[src/logic/lane_check_macros.svh]
`ifndef LANE_CHECK_MACROS_SVH
`define LANE_CHECK_MACROS_SVH

// Payload width of one lane
`define LC_DATA_WDTH 6

// Replicated lanes that the comparator chain is written for
`define LC_LANES 4

// Mismatch counter saturating at all ones
`define LC_CNT_WDTH 8

`endif

[src/logic/lane_check_pkg.sv]
`default_nettype none

`include "lane_check_macros.svh"

package lane_check_pkg;

   // One lane as delivered by a replica
   typedef struct packed {
      logic                     vld;
      logic [`LC_DATA_WDTH-1:0] data;
   } lane_sample_t;

   typedef lane_sample_t [`LC_LANES-1:0] lane_vec_t;

   typedef logic [`LC_LANES-1:0] lane_mask_t; // One bit per lane

   // Output of the comparator tree
   typedef struct packed {
      logic                     vld;
      logic [`LC_DATA_WDTH-1:0] data;
      logic                     comp_fail;
   } check_result_t;

endpackage

`default_nettype wire

[src/logic/value_comparator.sv]
`timescale 1ns/1ps
`default_nettype none

`include "lane_check_macros.svh"

module value_comparator (
   input  wire logic                     in_vld0,
   input  wire logic [`LC_DATA_WDTH-1:0] in_data0,
   input  wire logic                     in_vld1,
   input  wire logic [`LC_DATA_WDTH-1:0] in_data1,
   output logic                          out_vld,
   output logic [`LC_DATA_WDTH-1:0]      out_data,
   output logic                          out_comp_fail
);

   always_comb begin
      out_vld       = 1'b0;
      out_data      = in_data0;
      out_comp_fail = 1'b0;
      case ({in_vld1, in_vld0})
         2'b11: begin
            // Both present so input 0 wins and any difference fails
            out_vld       = 1'b1;
            out_data      = in_data0;
            out_comp_fail = (in_data0 != in_data1);
         end
         2'b01: begin
            out_vld  = 1'b1;
            out_data = in_data0;
         end
         2'b10: begin
            out_vld  = 1'b1;
            out_data = in_data1; // Lone valid input passes through
         end
         default: begin
            out_vld  = 1'b0;
            out_data = in_data0;
         end
      endcase
   end

endmodule

`default_nettype wire

[src/logic/multiple_value_comparator.sv]
`timescale 1ns/1ps
`default_nettype none

module multiple_value_comparator (
   input  wire lane_check_pkg::lane_sample_t in_lane0,
   input  wire lane_check_pkg::lane_sample_t in_lane1,
   input  wire lane_check_pkg::lane_sample_t in_lane2,
   input  wire lane_check_pkg::lane_sample_t in_lane3,
   output lane_check_pkg::check_result_t     result
);

   import lane_check_pkg::*;

   lane_sample_t stage0;
   lane_sample_t stage1;
   lane_sample_t stage2;
   logic [2:0]   stage_fail;

   // Lane 0 against lane 1
   value_comparator u0 (
      .in_vld0       (in_lane0.vld),
      .in_data0      (in_lane0.data),
      .in_vld1       (in_lane1.vld),
      .in_data1      (in_lane1.data),
      .out_vld       (stage0.vld),
      .out_data      (stage0.data),
      .out_comp_fail (stage_fail[0])
   );

   value_comparator u1 (
      .in_vld0       (stage0.vld),
      .in_data0      (stage0.data),
      .in_vld1       (in_lane2.vld),
      .in_data1      (in_lane2.data),
      .out_vld       (stage1.vld),
      .out_data      (stage1.data),
      .out_comp_fail (stage_fail[1])
   );

   value_comparator u2 (
      .in_vld0       (stage1.vld),
      .in_data0      (stage1.data),
      .in_vld1       (in_lane3.vld),
      .in_data1      (in_lane3.data),
      .out_vld       (stage2.vld),
      .out_data      (stage2.data),
      .out_comp_fail (stage_fail[2])
   );

   // Last stage carries the lowest valid lane's data
   assign result.vld       = stage2.vld;
   assign result.data      = stage2.data;
   assign result.comp_fail = |stage_fail;

endmodule

`default_nettype wire

[src/logic/lane_sampler.sv]
`timescale 1ns/1ps
`default_nettype none

`include "lane_check_macros.svh"

module lane_sampler (
   input  wire logic                       clk,
   input  wire logic                       rst_n,
   input  wire lane_check_pkg::lane_vec_t  lanes,
   input  wire lane_check_pkg::lane_mask_t lane_en,
   output lane_check_pkg::lane_vec_t       sampled
);

   import lane_check_pkg::*;

   lane_mask_t               vld_q;
   logic [`LC_DATA_WDTH-1:0] data_q [`LC_LANES];

   // Strobes gated by the lane enables
   always_ff @(posedge clk or negedge rst_n) begin
      if (!rst_n) begin
         vld_q <= '0;
      end else begin
         for (int i = 0; i < `LC_LANES; i++) begin
            vld_q[i] <= lanes[i].vld & lane_en[i];
         end
      end
   end

   // Masked lanes keep their last data
   always_ff @(posedge clk) begin
      for (int i = 0; i < `LC_LANES; i++) begin
         if (lane_en[i]) begin
            data_q[i] <= lanes[i].data;
         end
      end
   end

   always_comb begin
      for (int i = 0; i < `LC_LANES; i++) begin
         sampled[i].vld  = vld_q[i];
         sampled[i].data = data_q[i];
      end
   end

endmodule

`default_nettype wire

[src/logic/mismatch_monitor.sv]
`timescale 1ns/1ps
`default_nettype none

`include "lane_check_macros.svh"

module mismatch_monitor (
   input  wire logic                          clk,
   input  wire logic                          rst_n,
   input  wire lane_check_pkg::check_result_t cmp,
   input  wire lane_check_pkg::lane_vec_t     sampled,
   input  wire logic                          err_clr,
   output lane_check_pkg::check_result_t      result,
   output logic                               fail_flag,
   output logic [`LC_CNT_WDTH-1:0]            fail_cnt,
   output lane_check_pkg::lane_mask_t         fail_lanes
);

   import lane_check_pkg::*;

   logic                     res_vld_q;
   logic                     res_fail_q;
   logic [`LC_DATA_WDTH-1:0] res_data_q;
   lane_mask_t               diff_lanes;

   // Valid lanes that disagree with the agreed value
   always_comb begin
      for (int i = 0; i < `LC_LANES; i++) begin
         diff_lanes[i] = sampled[i].vld && (sampled[i].data != cmp.data);
      end
   end

   always_ff @(posedge clk or negedge rst_n) begin
      if (!rst_n) begin
         res_vld_q  <= 1'b0;
         res_fail_q <= 1'b0;
      end else begin
         res_vld_q  <= cmp.vld;
         res_fail_q <= cmp.comp_fail;
      end
   end

   always_ff @(posedge clk) begin
      res_data_q <= cmp.data;
   end

   assign result.vld       = res_vld_q;
   assign result.data      = res_data_q;
   assign result.comp_fail = res_fail_q;

   // Sticky status where a clear wins over a coincident failure
   always_ff @(posedge clk or negedge rst_n) begin
      if (!rst_n) begin
         fail_flag  <= 1'b0;
         fail_cnt   <= '0;
         fail_lanes <= '0;
      end else if (err_clr) begin
         fail_flag  <= 1'b0;
         fail_cnt   <= '0;
         fail_lanes <= '0;
      end else if (cmp.comp_fail) begin
         fail_flag <= 1'b1;
         if (fail_cnt != '1) begin
            fail_cnt <= fail_cnt + 1'b1; // Saturates
         end
         if (!fail_flag) begin
            fail_lanes <= diff_lanes; // First failure only
         end
      end
   end

endmodule

`default_nettype wire

[src/logic/lane_check_top.sv]
`timescale 1ns/1ps
`default_nettype none

`include "lane_check_macros.svh"

module lane_check_top (
   input  wire logic                       clk,
   input  wire logic                       rst_n,
   input  wire lane_check_pkg::lane_vec_t  lanes,
   input  wire lane_check_pkg::lane_mask_t lane_en,
   input  wire logic                       err_clr,
   output lane_check_pkg::check_result_t   result,
   output logic                            fail_flag,
   output logic [`LC_CNT_WDTH-1:0]         fail_cnt,
   output lane_check_pkg::lane_mask_t      fail_lanes
);

   import lane_check_pkg::*;

   lane_vec_t     sampled;
   check_result_t cmp;

   // Input register with lane masking
   lane_sampler lane_sampler_i (
      .clk     (clk),
      .rst_n   (rst_n),
      .lanes   (lanes),
      .lane_en (lane_en),
      .sampled (sampled)
   );

   multiple_value_comparator multiple_value_comparator_i (
      .in_lane0 (sampled[0]),
      .in_lane1 (sampled[1]),
      .in_lane2 (sampled[2]),
      .in_lane3 (sampled[3]),
      .result   (cmp)
   );

   // Result register and error status
   mismatch_monitor mismatch_monitor_i (
      .clk        (clk),
      .rst_n      (rst_n),
      .cmp        (cmp),
      .sampled    (sampled),
      .err_clr    (err_clr),
      .result     (result),
      .fail_flag  (fail_flag),
      .fail_cnt   (fail_cnt),
      .fail_lanes (fail_lanes)
   );

endmodule

`default_nettype wire

[config.mk]
export PLATFORM = sky130hd
export DESIGN_NAME = lane_check_top
export DESIGN_NICKNAME = d
export VERILOG_FILES = /design/src/logic/lane_check_pkg.sv /design/src/logic/value_comparator.sv /design/src/logic/multiple_value_comparator.sv /design/src/logic/lane_sampler.sv /design/src/logic/mismatch_monitor.sv /design/src/logic/lane_check_top.sv
export VERILOG_INCLUDE_DIRS = /design/src /design/src/logic
export SDC_FILE = /design/constraint.sdc
export NUM_CORES = 1
export LEC_CHECK = 0
export ABC_AREA = 1
export ABC_CLOCK_PERIOD_IN_PS = 1900
export BUFFER_PORTS_ARGS = -buffer_cell sky130_fd_sc_hd__buf_2
export CAP_MARGIN = 30
export CORE_UTILIZATION = 54
export DETAILED_ROUTE_END_ITERATION = 16
export GPL_TIMING_DRIVEN = 0
export PLACE_DENSITY = 0.85
export RECOVER_POWER = 25
export SLEW_MARGIN = 40
export SYNTH_ARGS = -nofsm -noshare
export SYNTH_HDL_FRONTEND = slang
export SYNTH_SLANG_ARGS = --single-unit
[constraint.sdc]
create_clock -name clk -period 1.9 [get_ports clk]
set_input_delay 0.095 -clock clk [delete_from_list [all_inputs] [get_ports clk]]
set_output_delay 0.095 -clock clk [all_outputs]
set_load 0.1 [all_outputs]
==> insert_results.sql, run 1 <==
INSERT INTO impl_metrics (metric_group, metric, value, unit) VALUES
('setup_path', 'rr_worst_depth', '11', ''),
('setup_path', 'crit_end', 'mismatch_monitor_i.fail_cnt[7]', ''),
('global_routing', 'grt_overflow_total', '0', ''),
('setup_path', 'timing.critical_path.from_type', 'flip-flop', ''),
('routing', 'post_drt_via_cell_ratio', '5.16', ''),
('power_and_ir_drop', 'power.density_cell_area', '792', 'mW/mm²'),
('routing', 'drt_iter0_drc', '177', ''),
('logic_synthesis', 'postSynth.asyncResetShare', '38.8', '%'),
('logic_synthesis', 'postSynthAreaPerCell', '8.95', 'µm²'),
('cts', 'cts_max_level', '2', ''),
('floorplanning', 'start_util', '56.6', '%'),
('cells_and_area', 'design.final.nets', '413', ''),
('logic_synthesis', 'netlist.area_leader.share', '29.1', '%'),
('logic_synthesis', 'synth_area', '0.00248', 'mm²'),
('power_and_ir_drop', 'p_seq_share', '47.4', '%'),
('cts', 'numCtsBuffers', '5', ''),
('routing', 'via_total_after_detailed_routing', '2219', ''),
('setup_path', 'setup.reg_to_reg.worst_slack', '-1', 'ps'),
('sta', 'holdWs', '69.5', 'ps'),
('sta', 'setup_slack', '-0.959', 'ps'),
('cts', 'tritoncts', 'built', ''),
('floorplanning', 'top_level_ports', '56', ''),
('setup_path', 'timing.critical_path.from', 'lane_sampler_i.vld_q[0]', ''),
('global_routing', 'number_of_antenna_violations_at_the_first_check_in_global_routing', '0', ''),
('routing', 'count_of_tritonroute_iterations_in_the_first_routing_pass', '4', ''),
('logic_synthesis', 'synth_cell_types', '31', ''),
('sta', 'unrepaired_setup_endpoints_after_global_routing', 'yes', ''),
('sta', 'timing.final.setup_violations', '1', ''),
('logic_synthesis', 'synth.largest_area_cell', 'edfxtp_1', ''),
('logic_synthesis', 'post_synth_inst_count', '277', ''),
('sta', 'post-route-period-util', '100', '%'),
('floorplanning', 'std_cell_rows', '24', ''),
('power_and_ir_drop', 'internal_power', '1.79', 'mW'),
('power_and_ir_drop', 'design_power_total', '2.65', 'mW'),
('job', 'maxCapViolCount', '0', ''),
('cells_and_area', 'area.growth.synth_to_final', '35.0', '%'),
('sta', 'clock-skew-final', '14.8', 'ps'),
('sta', 'hold_violations', '0', ''),
('routing', 'drtAntennaViolNets', '0', ''),
('power_and_ir_drop', 'leakagePower', '1.66', 'nW'),
('power_and_ir_drop', 'net-switching-power', '0.859', 'mW'),
('sta', 'max_freq', '526', 'MHz'),
('min_path', 'hp-class', 'primary input to flip-flop', ''),
('outcome', 'violations', 'setup timing', ''),
('logic_synthesis', 'yosys_register_bits', '49', ''),
('setup_path', 'crit_fanout', '6', ''),
('setup_path', 'worst_ep_arrival_time', '2090', 'ps'),
('floorplanning', 'fp.dieArea', '0.00487', 'mm²'),
('logic_synthesis', 'synth-main-ff-cell', 'edfxtp_1', ''),
('logic_synthesis', 'synth.yosys.warnings', '0', ''),
('floorplanning', 'coreArea', '0.00438', 'mm²'),
('cts', 'worstSkewPairLatency', '300', 'ps'),
('setup_path', 'worstPathRequired', '2090', 'ps'),
('outcome', 'result_of_the_run', 'finished with violations', ''),
('cells_and_area', 'insertedDiodeCount', '0', ''),
('place', 'placed_area', '0.00283', 'mm²'),
('sta', 'final.min_clock_period', '1900', 'ps'),
('cts', 'path_clk_slew', '80', 'ps'),
('routing', 'postRouteWirelength', '5640', 'µm'),
('global_routing', 'grt_pass1_vias', '2071', ''),
('logic_synthesis', 'synth_enable_flop_cells', '24', ''),
('cts', 'clock_sinks', '49', ''),
('sta', 'totalNegativeSetupSlack', '-0.959', 'ps'),
('place', 'place.detailed.hpwl', '3660', 'µm'),
('sta', 'max_slew.worst_pin.slew', '1020', 'ps'),
('power_and_ir_drop', 'vdd.ir_drop.worst', '526', 'µV'),
('power_and_ir_drop', 'p_comb_share', '25.9', '%'),
('global_routing', 'grt_pass1_wl', '9140', 'µm'),
('place', 'place_congestion', '0.793', ''),
('logic_synthesis', 'netlist_top_cells_area', 'edfxtp_1 (29%), dfrtp_1 (19%), nand2_1 (11%)', ''),
('power_and_ir_drop', 'p_sw_share', '32.4', '%');
==> cells by family after synthesis <==
logic type | count (synthesis) | synth area share (%)
simple gates | 165 | 33.4
compound gates | 20 | 4.79
xor+xnor | 5 | 1.77
fa+ha+maj | 1 | 0.504
flops | 49 | 53.1
buf+inv | 37 | 6.46
==> critical path: stages, from the launching register on <==
cell and delay (ps):
dfrtp_2 470, clkinv_4 130, nand3_1 150, nand2_1 80, nand2_1 70, nand2_1 60
nor2_2 110, nand3_2 110, a21oi_4 260, nand3_4 150, nand3_1 90, nand2_1 80
==> metrics by stage <==
step | setup slack, ps | instances | util [%]
after global routing | -124 | 430 | 76.4
after detailed placement | -92.9 | 384 | 64.6
after floorplan | 44.3 | 277 | -
after global placement | -17.3 | 384 | 64.6
after CTS | 2.10 | 421 | 73.9
final | -0.959 | 430 | 76.4
==> per-layer routing <==
| metal | GRT usage, % | wire length, µm |
|---|---|---|
| met5 | 0 | 0 |
| met4 | 6.67 | 17 |
| met3 | 3.78 | 250 |
| met2 | 40.6 | 3050 |
| met1 | 31.1 | 2320 |
==> power by group through the flow <==
stage          clock, mW  combinational [mW]  sequential, mW
2_1_floorplan          0               0.265            1.48
3_3_place_gp           0               0.595            1.27
3_5_place_dp           0               0.606            1.27
4_1_cts            0.723               0.654            1.25
5_1_grt            0.772               0.740            1.27
6_report           0.709               0.687            1.26
==> cells in the final DEF, fill, tap and decap left out, types with 8 or more instances in the layout <==
master	instances
a21oi_1	8
nand2_1	71
dfrtp_1	12
dlygate4sd3_1	29
buf_2	51
nor2_1	13
nand3_1	46
edfxtp_1	24
inv_1	30
==> area by class of cell <==
type                            instances  share of cell area [%]
Inverter                               32                    3.74
Tap cell                               52                    1.94
Buffer                                  5                    1.12
Sequential cell                        49                    39.7
Multi-Input combinational cell        193                    32.1
Clock inverter                          2                    1.05
Timing Repair Buffer                   90                    18.0
Timing Repair inverter                  1                   0.149
Clock buffer                            6                    2.17
==> what timing repair did <==
| item | in CTS | in global routing |
|---|---|---|
| hold buffers | 29 | 0 |
| setup endpoints to repair | 12 | 12 |
| buffers inserted | 0 | 5 |
| gates resized for setup | 3 | 12 |
| pin swaps | 0 | 4 |
| hold endpoints to repair | 47 | 0 |
| cloned | 0 | 4 |
==> how the worst min path moves through the flow <==
stage                     startpoint                          endpoint  slack, ps  depth (start not counted)
after floorplan                rst_n           lane_sampler_i.vld_q[0]       -200                          0
after global placement         rst_n     mismatch_monitor_i.res_fail_q         50                          1
after detailed placement       rst_n  mismatch_monitor_i.fail_lanes[2]         60                          1
after CTS                    err_clr      mismatch_monitor_i.fail_flag         60                          2
after global routing         err_clr      mismatch_monitor_i.fail_flag         70                          2
final                        err_clr      mismatch_monitor_i.fail_flag         70                          2
==> state kept, by name, summed over array words and instances (netlist names) <==
name	count
mismatch_monitor_i.res_vld_q	1
mismatch_monitor_i.fail_lanes	4
lane_sampler_i.data_q	24
lane_sampler_i.vld_q	4
mismatch_monitor_i.fail_cnt	8
mismatch_monitor_i.res_fail_q	1
mismatch_monitor_i.res_data_q	6
mismatch_monitor_i.fail_flag	1
(Power assumes the default switching activity.)
==> inputs of run 2 (changes only) <==
- CELL_PAD_IN_SITES_DETAIL_PLACEMENT: unset -> 0
- CELL_PAD_IN_SITES_GLOBAL_PLACEMENT: unset -> 1
- CORE_UTILIZATION: 54 -> 39
- PLACE_DENSITY: 0.85 -> 0.84
- SYNTH_HIERARCHICAL: unset -> 1
==> run 2 against run 1 <==
  * The flow still finishes with violations (setup timing)
  * Global-route usage shrank 5.4 points
  * Combinational power increased by 53%
  * Die area grew 57%
  * Synthesized cell count grew 44%
  * Clock-buffer cell count increased by 1
  * Clock skew fell by 1.8 ps
  * Non-clock buffer count increased by 8
  * Sequential share of layout area shrank 7.0 points
  * First-iteration DRC count is 32% lower
  * Critical path depth up 9
  * Cell area grew 20%
  * Total power rose by 14%
  * Largest power group unchanged
==> insert_results.sql, run 2 <==
INSERT INTO impl_metrics (metric_group, metric, value, unit) VALUES
('logic_synthesis', 'synth_commonest_cells', 'nand2_1 (161), inv_1 (83), nor2_1 (26)', ''),
('cts', 'cts_max_level', '2', ''),
('global_routing', 'number_of_antenna_violations_at_the_first_check_in_global_routing', '0', ''),
('setup_path', 'path_class', 'flip-flop to flip-flop', ''),
('cts', 'path_clk_slew', '100', 'ps'),
('cts', 'clock-root-buffer', 'clkbuf_8', ''),
('floorplanning', 'chipWidth', '87.4', 'µm'),
('cts', 'numCtsBuffers', '5', ''),
('logic_synthesis', 'synth_cell_types', '26', ''),
('floorplanning', 'top_level_ports', '56', ''),
('setup_path', 'setup.reg_to_reg.worst_slack', '-400', 'ps'),
('cells_and_area', 'final_core_utilization', '58.3', '%'),
('cells_and_area', 'reg.largest.list', 'lane_sampler_i/data_q: 24 flops, mismatch_monitor_i/fail_cnt: 8 flops, mismatch_monitor_i/res_data_q: 6 flops', ''),
('floorplanning', 'fp.dieArea', '0.00764', 'mm²'),
('logic_synthesis', 'netlist.area_leader.share', '25.3', '%'),
('power_and_ir_drop', 'vdd.ir_drop.worst', '615', 'µV'),
('power_and_ir_drop', 'net-switching-power', '1.12', 'mW'),
('cells_and_area', 'design.final.nets', '539', ''),
('cells_and_area', 'max_ffs_per_register', '24', ''),
('sta', 'clock-skew-final', '13.0', 'ps'),
('global_routing', 'grt_pass1_vias', '2320', ''),
('logic_synthesis', 'synth.yosys.seq_area_share', '46.3', '%'),
('global_routing', 'global_route.usage.total', '18.3', '%'),
('cells_and_area', 'stdcell_area', '0.00402', 'mm²'),
('logic_synthesis', 'synth.net_count', '436', ''),
('logic_synthesis', 'yosys_register_bits', '49', ''),
('sta', 'max_slew.worst_pin.slew', '501', 'ps'),
('sta', 'max_freq', '435', 'MHz'),
('outcome', 'violations', 'setup timing', ''),
('logic_synthesis', 'synth.largest_area_cell', 'edfxtp_1', ''),
('setup_path', 'crit_end', 'mismatch_monitor_i/fail_cnt[0]', ''),
('cells_and_area', 'area.growth.synth_to_final', '41.4', '%'),
('routing', 'post_drt_via_cell_ratio', '4.37', ''),
('outcome', 'result_of_the_run', 'finished with violations', ''),
('routing', 'drtAntennaViolNets', '0', ''),
('logic_synthesis', 'netlist_top_cells_area', 'edfxtp_1 (25%), nand2_1 (21%), dfrtp_1 (17%)', ''),
('setup_path', 'crit_fanout', '5', ''),
('routing', 'drt_iter0_drc', '120', ''),
('floorplanning', 'start_util', '41.2', '%'),
('power_and_ir_drop', 'p_comb_share', '34.9', '%'),
('setup_path', 'worstPathRequired', '2140', 'ps'),
('power_and_ir_drop', 'pwr-share-clk', '22.8', '%'),
('place', 'port_buffers', '55', ''),
('setup_path', 'reg2reg_from', 'lane_sampler_i/vld_q[1]', ''),
('power_and_ir_drop', 'p_sw_share', '37.2', '%'),
('floorplanning', 'coreArea', '0.00691', 'mm²'),
('power_and_ir_drop', 'power.density_cell_area', '749', 'mW/mm²'),
('routing', 'count_of_tritonroute_iterations_in_the_first_routing_pass', '4', ''),
('power_and_ir_drop', 'design_power_total', '3.01', 'mW'),
('place', 'post_place_setup_slack', '-456', 'ps'),
('cts', 'tritoncts', 'built', ''),
('sta', 'slew_headroom', '66.6', '%'),
('min_path', 'hp-class', 'primary input to flip-flop', ''),
('cells_and_area', 'layout.cells.most_common', 'nand2_1', ''),
('global_routing', 'grt_max_degree', '20', ''),
('global_routing', 'grt_overflow_total', '0', ''),
('routing', 'wire_per_inst', '11.2', 'µm'),
('power_and_ir_drop', 'internal_power', '1.89', 'mW'),
('job', 'maxCapViolCount', '0', ''),
('sta', 'hold_violations', '0', ''),
('global_routing', 'grt_pass1_wl', '10700', 'µm'),
('sta', 'unrepaired_setup_endpoints_after_global_routing', 'yes', ''),
('logic_synthesis', 'postSynthAreaPerCell', '7.11', 'µm²'),
('sta', 'final.min_clock_period', '2300', 'ps'),
('place', 'placed_area', '0.00329', 'mm²'),
('setup_path', 'worst_ep_arrival_time', '2540', 'ps'),
('cells_and_area', 'regMostFlops', 'lane_sampler_i/data_q', ''),
('sta', 'post-route-period-util', '121', '%'),
('routing', 'drcViolationCount', '0', ''),
('cts', 'worstSkewPairLatency', '310', 'ps'),
('setup_path', 'timing.critical_path.from_type', 'flip-flop', ''),
('cts', 'clock_sinks', '49', ''),
('setup_path', 'rr_worst_depth', '20', ''),
('routing', 'postRouteWirelength', '6700', 'µm'),
('cells_and_area', 'insertedDiodeCount', '0', ''),
('logic_synthesis', 'post_synth_inst_count', '400', ''),
('setup_path', 'worst_r2r_endpoint', 'mismatch_monitor_i/fail_cnt[0]', ''),
('sta', 'slew_violations', '0', ''),
('cells_and_area', 'post_route_cells_drive_above_1_share', '27.0', '%'),
('logic_synthesis', 'yosys.cell_count.top_type', 'nand2_1', ''),
('place', 'place_congestion', '0.790', ''),
('power_and_ir_drop', 'leakagePower', '2.19', 'nW'),
('cts', 'cts_max_path_buffers', '2', ''),
('floorplanning', 'std_cell_rows', '30', ''),
('sta', 'timing.final.setup_violations', '14', ''),
('power_and_ir_drop', 'p_seq_share', '42.3', '%'),
('place', 'place.detailed.hpwl', '4740', 'µm'),
('logic_synthesis', 'synth_area', '0.00285', 'mm²'),
('floorplanning', 'chipHeight', '87.4', 'µm'),
('setup_path', 'timing.critical_path.from', 'lane_sampler_i/vld_q[1]', ''),
('logic_synthesis', 'postSynth.asyncResetShare', '38.8', '%'),
('routing', 'via_total_after_detailed_routing', '2622', ''),
('logic_synthesis', 'synth.yosys.warnings', '6', ''),
('logic_synthesis', 'synth-main-ff-cell', 'edfxtp_1', ''),
('setup_path', 'type_of_destination_of_the_critical_path', 'flip-flop', ''),
('logic_synthesis', 'synth_enable_flop_cells', '24', ''),
('sta', 'setup_slack', '-399', 'ps'),
('cells_and_area', 'layout_common_cells', 'nand2_1 (152), inv_1 (76), buf_2 (51)', '');
-- run 2: cell types whose count changed after synthesis, moves of 3 or more --
cell	previous run	this run
a21oi_1	8	3
nand2_1	72	161
nand3_1	50	16
o21ai_0	6	1
o21ai_1	0	25
nand2_4	4	1
inv_1	30	83
nor2_1	13	26
nand4_1	5	0
or2_2	0	4
o22ai_1	3	0
-- run 2: kinds of logic (layout without fill, tap and decap cells) --
| group | after synthesis | in the layout | share of synthesized area [%] |
|---|---|---|---|
| AND/OR/NAND/NOR | 221 | 221 | 32.0 |
| buffers and inverters | 90 | 194 | 13.3 |
| flip-flops | 49 | 49 | 46.3 |
| AO/OA/AOI/OAI | 34 | 34 | 6.46 |
| XOR/XNOR | 5 | 5 | 1.54 |
| adder cells (fa/ha/maj) | 1 | 1 | 0.440 |
-- run 2: cell type report --
| type | count | area [µm²] |
|---|---|---|
| buffer | 7 | 85.1 |
| clock buffer | 7 | 97.6 |
| clock inverter | 1 | 5.00 |
| fill | 682 | 2880 |
| inverter | 83 | 312 |
| multi-input combinational | 261 | 1370 |
| sequential | 49 | 1320 |
| tap | 96 | 120 |
| timing repair buffer | 96 | 718 |
-- run 2: worst max-delay path, cell delays in order, from the launching register on --
cell and delay [ps]:
dfrtp_1 430, or2_4 280, inv_2 70, nand2_4 70, buf_12 150, o21ai_4 160
inv_1 50, nand2_1 50, nand2_1 60, nor2_2 120, nand3_2 80, nand2_1 70
inv_1 50, inv_2 40, nand2_2 50, inv_2 80, nand2_4 60, nand2_4 100
clkbuf_16 150, nand2_1 50, o21ai_2 50
-- run 2: timing repair --
item | in CTS | in global routing
endpoints found under the setup margin | 14 | 14
hold buffers | 29 | 0
hold endpoints to repair | 47 | 0
resized for setup | 36 | 11
setup buffers | 7 | 2
cloned | 1 | 2
pin swaps | 4 | 9
-- run 2: how the worst min path moves through the flow --
| stage | startpoint | endpoint | slack, ps | cells past startpoint |
|---|---|---|---|---|
| 2_1_floorplan | rst_n | lane_sampler_i/vld_q[0] | -200 | 0 |
| 3_3_place_gp | rst_n | mismatch_monitor_i/res_vld_q | 60 | 1 |
| 3_5_place_dp | rst_n | mismatch_monitor_i/fail_lanes[3] | 60 | 1 |
| 4_1_cts | err_clr | mismatch_monitor_i/fail_flag | 40 | 2 |
| 5_1_grt | err_clr | mismatch_monitor_i/fail_flag | 50 | 2 |
| 6_report | err_clr | mismatch_monitor_i/fail_flag | 50 | 2 |
-- run 2: per-stage QoR --
step                      cells  hold slack (ps)  TNS (ps)
after floorplan             400             -201     -1300
after global routing        600             48.3     -7110
after detailed placement    551             62.8     -5120
after global placement      551             62.7     -4800
final                       600             45.0     -4670
after CTS                   596             39.4     -4840
-- run 2: layer usage --
layer / vias to the layer above / part of all wire [%] / GRT usage [%] / wire length, µm
met1: 1167 / 47 / 24.7 / 3180
met2: 50 / 48 / 30.5 / 3230
met5: - / 0 / 0 / 0
li1: 1399 / - / - / -
met4: 0 / 1.0 / 4.92 / 68
met3: 6 / 3.2 / 2.94 / 213
-- run 2: power by group through the flow --
stage | sequential [mW] | combinational (mW) | clock, mW
floorplan | 1.54 | 0.423 | 0
CTS | 1.27 | 1.02 | 0.710
detailed placement | 1.30 | 0.861 | 0
finish | 1.28 | 1.05 | 0.686
global route | 1.29 | 1.15 | 0.752
global placement | 1.29 | 0.850 | 0
==> inputs of run 3 (changes only) <==
- BUFFER_PORTS_ARGS: -buffer_cell sky130_fd_sc_hd__buf_2 -> unset
- CORE_UTILIZATION: 39 -> 47
- DONT_BUFFER_PORTS: unset -> 1
- SYNTH_HIERARCHICAL: 1 -> unset
==> run 3 against run 2 <==
  * The run now ends clean
  * Die area fell by 27%
  * Wire length fell by 21%
  * Hold slack improved by 140 ps
  * First-iteration DRC count fell by 18%
  * Non-clock buffer count fell by 60
  * Critical path type unchanged
  * Sequential cell count did not move
  * Critical endpoint is now mismatch_monitor_i.fail_cnt[5]
==> insert_results.sql, run 3 (same netlist as run 1, synthesis figures left out) <==
INSERT INTO impl_metrics (metric_group, metric, value, unit) VALUES
('global_routing', 'grt_max_degree', '20', ''),
('cts', 'clock_sinks', '49', ''),
('routing', 'drtAntennaViolNets', '0', ''),
('floorplanning', 'start_util', '48.6', '%'),
('sta', 'clock-skew-final', '13.1', 'ps'),
('cells_and_area', 'area.growth.synth_to_final', '26.5', '%'),
('global_routing', 'global_route.usage.total', '20.3', '%'),
('cts', 'tritoncts', 'built', ''),
('sta', 'slew_violations', '0', ''),
('cells_and_area', 'layout_common_cells', 'nand2_1 (67), nand3_1 (48), dlygate4sd3_1 (34)', ''),
('power_and_ir_drop', 'power.density_cell_area', '787', 'mW/mm²'),
('setup_path', 'crit_fanout', '8', ''),
('cells_and_area', 'layout.cells.most_common', 'nand2_1', ''),
('cells_and_area', 'design.final.nets', '360', ''),
('outcome', 'result_of_the_run', 'finished, final reports clean', ''),
('place', 'dpl.cell_count', '347', ''),
('global_routing', 'number_of_antenna_violations_at_the_first_check_in_global_routing', '0', ''),
('setup_path', 'cp_common_cell', 'nand2_8', ''),
('setup_path', 'path_class', 'flip-flop to flip-flop', ''),
('setup_path', 'worst_ep_arrival_time', '2140', 'ps'),
('setup_path', 'worstPathRequired', '2140', 'ps'),
('setup_path', 'critical_path_cell_by_cell', 'clkinv_4, nand2_8, nand2_2, nand3_1, nand2_1, nor2_2, nand3_2, a21oi_4, nand2_8, nand2_8, nand3_1, nand2_1', ''),
('power_and_ir_drop', 'p_sw_share', '34.4', '%'),
('cells_and_area', 'post_route_cells_drive_above_1_share', '21.8', '%'),
('sta', 'timing.final.setup_violations', '0', ''),
('routing', 'drt_iter0_drc', '98', ''),
('power_and_ir_drop', 'p_seq_share', '59.9', '%'),
('routing', 'wire_per_inst', '13.3', 'µm'),
('cts', 'clock-root-buffer', 'clkbuf_8', ''),
('min_path', 'hp-class', 'primary input to flip-flop', ''),
('power_and_ir_drop', 'p_comb_share', '16.8', '%'),
('cts', 'path_clk_slew', '80', 'ps'),
('floorplanning', 'std_cell_rows', '26', ''),
('cts', 'cts_max_path_buffers', '2', ''),
('routing', 'drcViolationCount', '0', ''),
('sta', 'post-route-period-util', '99.9', '%'),
('power_and_ir_drop', 'pwr-share-clk', '23.3', '%'),
('cells_and_area', 'regMostFlops', 'lane_sampler_i.data_q', ''),
('job', 'maxCapViolCount', '0', ''),
('cells_and_area', 'non_filler_cells_in_the_finished_layout', '395', ''),
('floorplanning', 'chipHeight', '74.6', 'µm'),
('setup_path', 'timing.critical_path.from_type', 'flip-flop', ''),
('cells_and_area', 'insertedDiodeCount', '0', ''),
('place', 'post_place_setup_slack', '-140', 'ps'),
('power_and_ir_drop', 'internal_power', '1.62', 'mW'),
('global_routing', 'grt_pass1_wl', '8380', 'µm'),
('routing', 'postRouteWirelength', '5270', 'µm'),
('sta', 'setup_slack', '2.18', 'ps'),
('sta', 'slew_headroom', '30.7', '%'),
('cts', 'cts_max_level', '2', ''),
('setup_path', 'type_of_destination_of_the_critical_path', 'flip-flop', ''),
('routing', 'count_of_tritonroute_iterations_in_the_first_routing_pass', '4', ''),
('routing', 'post_drt_via_cell_ratio', '5.02', ''),
('global_routing', 'grt_overflow_total', '0', ''),
('global_routing', 'grt_pass1_vias', '1878', ''),
('routing', 'via_total_after_detailed_routing', '1983', ''),
('cts', 'numCtsBuffers', '5', ''),
('floorplanning', 'top_level_ports', '56', ''),
('setup_path', 'timing.critical_path.slowest_stage_cell', 'dfrtp_2', ''),
('place', 'place_congestion', '0.759', ''),
('cts', 'worstSkewPairLatency', '310', 'ps'),
('floorplanning', 'chipWidth', '74.6', 'µm'),
('sta', 'max_slew.worst_pin.slew', '1040', 'ps'),
('place', 'place.detailed.hpwl', '3490', 'µm'),
('sta', 'hold_violations', '0', ''),
('min_path', 'hold-path-cell-count', '3', ''),
('floorplanning', 'coreArea', '0.00511', 'mm²'),
('sta', 'unrepaired_setup_endpoints_after_global_routing', 'yes', ''),
('setup_path', 'setup.reg_to_reg.worst_slack', '2', 'ps'),
('power_and_ir_drop', 'leakagePower', '1.41', 'nW'),
('power_and_ir_drop', 'net-switching-power', '0.850', 'mW'),
('sta', 'final.min_clock_period', '1900', 'ps'),
('setup_path', 'crit_path_max_incr_delay', '460', 'ps'),
('sta', 'max_freq', '527', 'MHz'),
('setup_path', 'rr_worst_depth', '12', ''),
('power_and_ir_drop', 'vdd.ir_drop.worst', '472', 'µV'),
('place', 'port_buffers', '0', ''),
('floorplanning', 'fp.dieArea', '0.00557', 'mm²'),
('cells_and_area', 'reg.largest.list', 'lane_sampler_i.data_q: 24 flops, mismatch_monitor_i.fail_cnt: 8 flops, mismatch_monitor_i.res_data_q: 6 flops', ''),
('cells_and_area', 'max_ffs_per_register', '24', '');
## run 3: layout make-up
type	instances	area, µm²
clock buffers	5	68.8
inverters	32	125
clock inverters	3	12.5
flip-flops and latches	49	1350
repair buffers	38	364
fillers	473	1970
plain buffers	5	37.5
repair inverters	1	3.75
multi-input cells	192	1090
well taps	70	87.6
## run 3: path summary, 6_finish.rpt
check / from / endpoint
max in group asynchronous: rst_n / mismatch_monitor_i.fail_cnt[0]
min in group asynchronous: rst_n / mismatch_monitor_i.res_fail_q
setup / recovery: lane_sampler_i.vld_q[0] / mismatch_monitor_i.fail_cnt[5]
hold reg to reg: lane_sampler_i.vld_q[3] / mismatch_monitor_i.res_vld_q
setup reg to reg: lane_sampler_i.vld_q[0] / mismatch_monitor_i.fail_cnt[5]
hold / removal: err_clr / mismatch_monitor_i.fail_lanes[1]
## run 3: through the flow
| step | utilization (%) | cell area (µm²) | hold WS [ps] | power [mW] | TNS (ps) |
|---|---|---|---|---|---|
| floorplan | - | 2490 | -201 | 1.74 | 0 |
| global placement | 50.5 | 2580 | -200 | 1.80 | -1250 |
| detailed placement | 50.7 | 2590 | -200 | 1.81 | -1280 |
| CTS | 59.9 | 3060 | 176 | 2.46 | 0 |
| global route | 61.4 | 3140 | 195 | 2.60 | -1250 |
| finish | 61.4 | 3140 | 185 | 2.47 | 0 |
## run 3: worst max-delay path: cells and delay by family, from the launching register on
kind	cells	cell delay [ps]
AO/OA/AOI/OAI	1	290
flip-flops	1	460
AND/OR/NAND/NOR	10	950
buffers and inverters	1	130
## run 3: layer usage
metal	vias to the layer above	part of all wire [%]	track usage, %
li1	1018	-	-
met1	895	45	26.7
met2	62	48	32.5
met3	8	5.8	6.02
met4	0	1.3	6.29
met5	-	0	0
## run 3: power by group through the flow
stage                     Clock (mW)  Combinational [mW]  Sequential, mW
after floorplan                    0               0.265            1.48
after global placement             0               0.307            1.49
after detailed placement           0               0.310            1.50
after CTS                      0.592               0.394            1.48
after global routing           0.641               0.468            1.49
final                          0.574               0.416            1.48
## run 3: repair_timing
action	in CTS	in global routing
buffers inserted	1	1
pin swaps	1	5
gates resized for setup	9	13
cloned	2	1
hold buffers	34	1
hold endpoints to repair	77	19
endpoints found under the setup margin	12	12
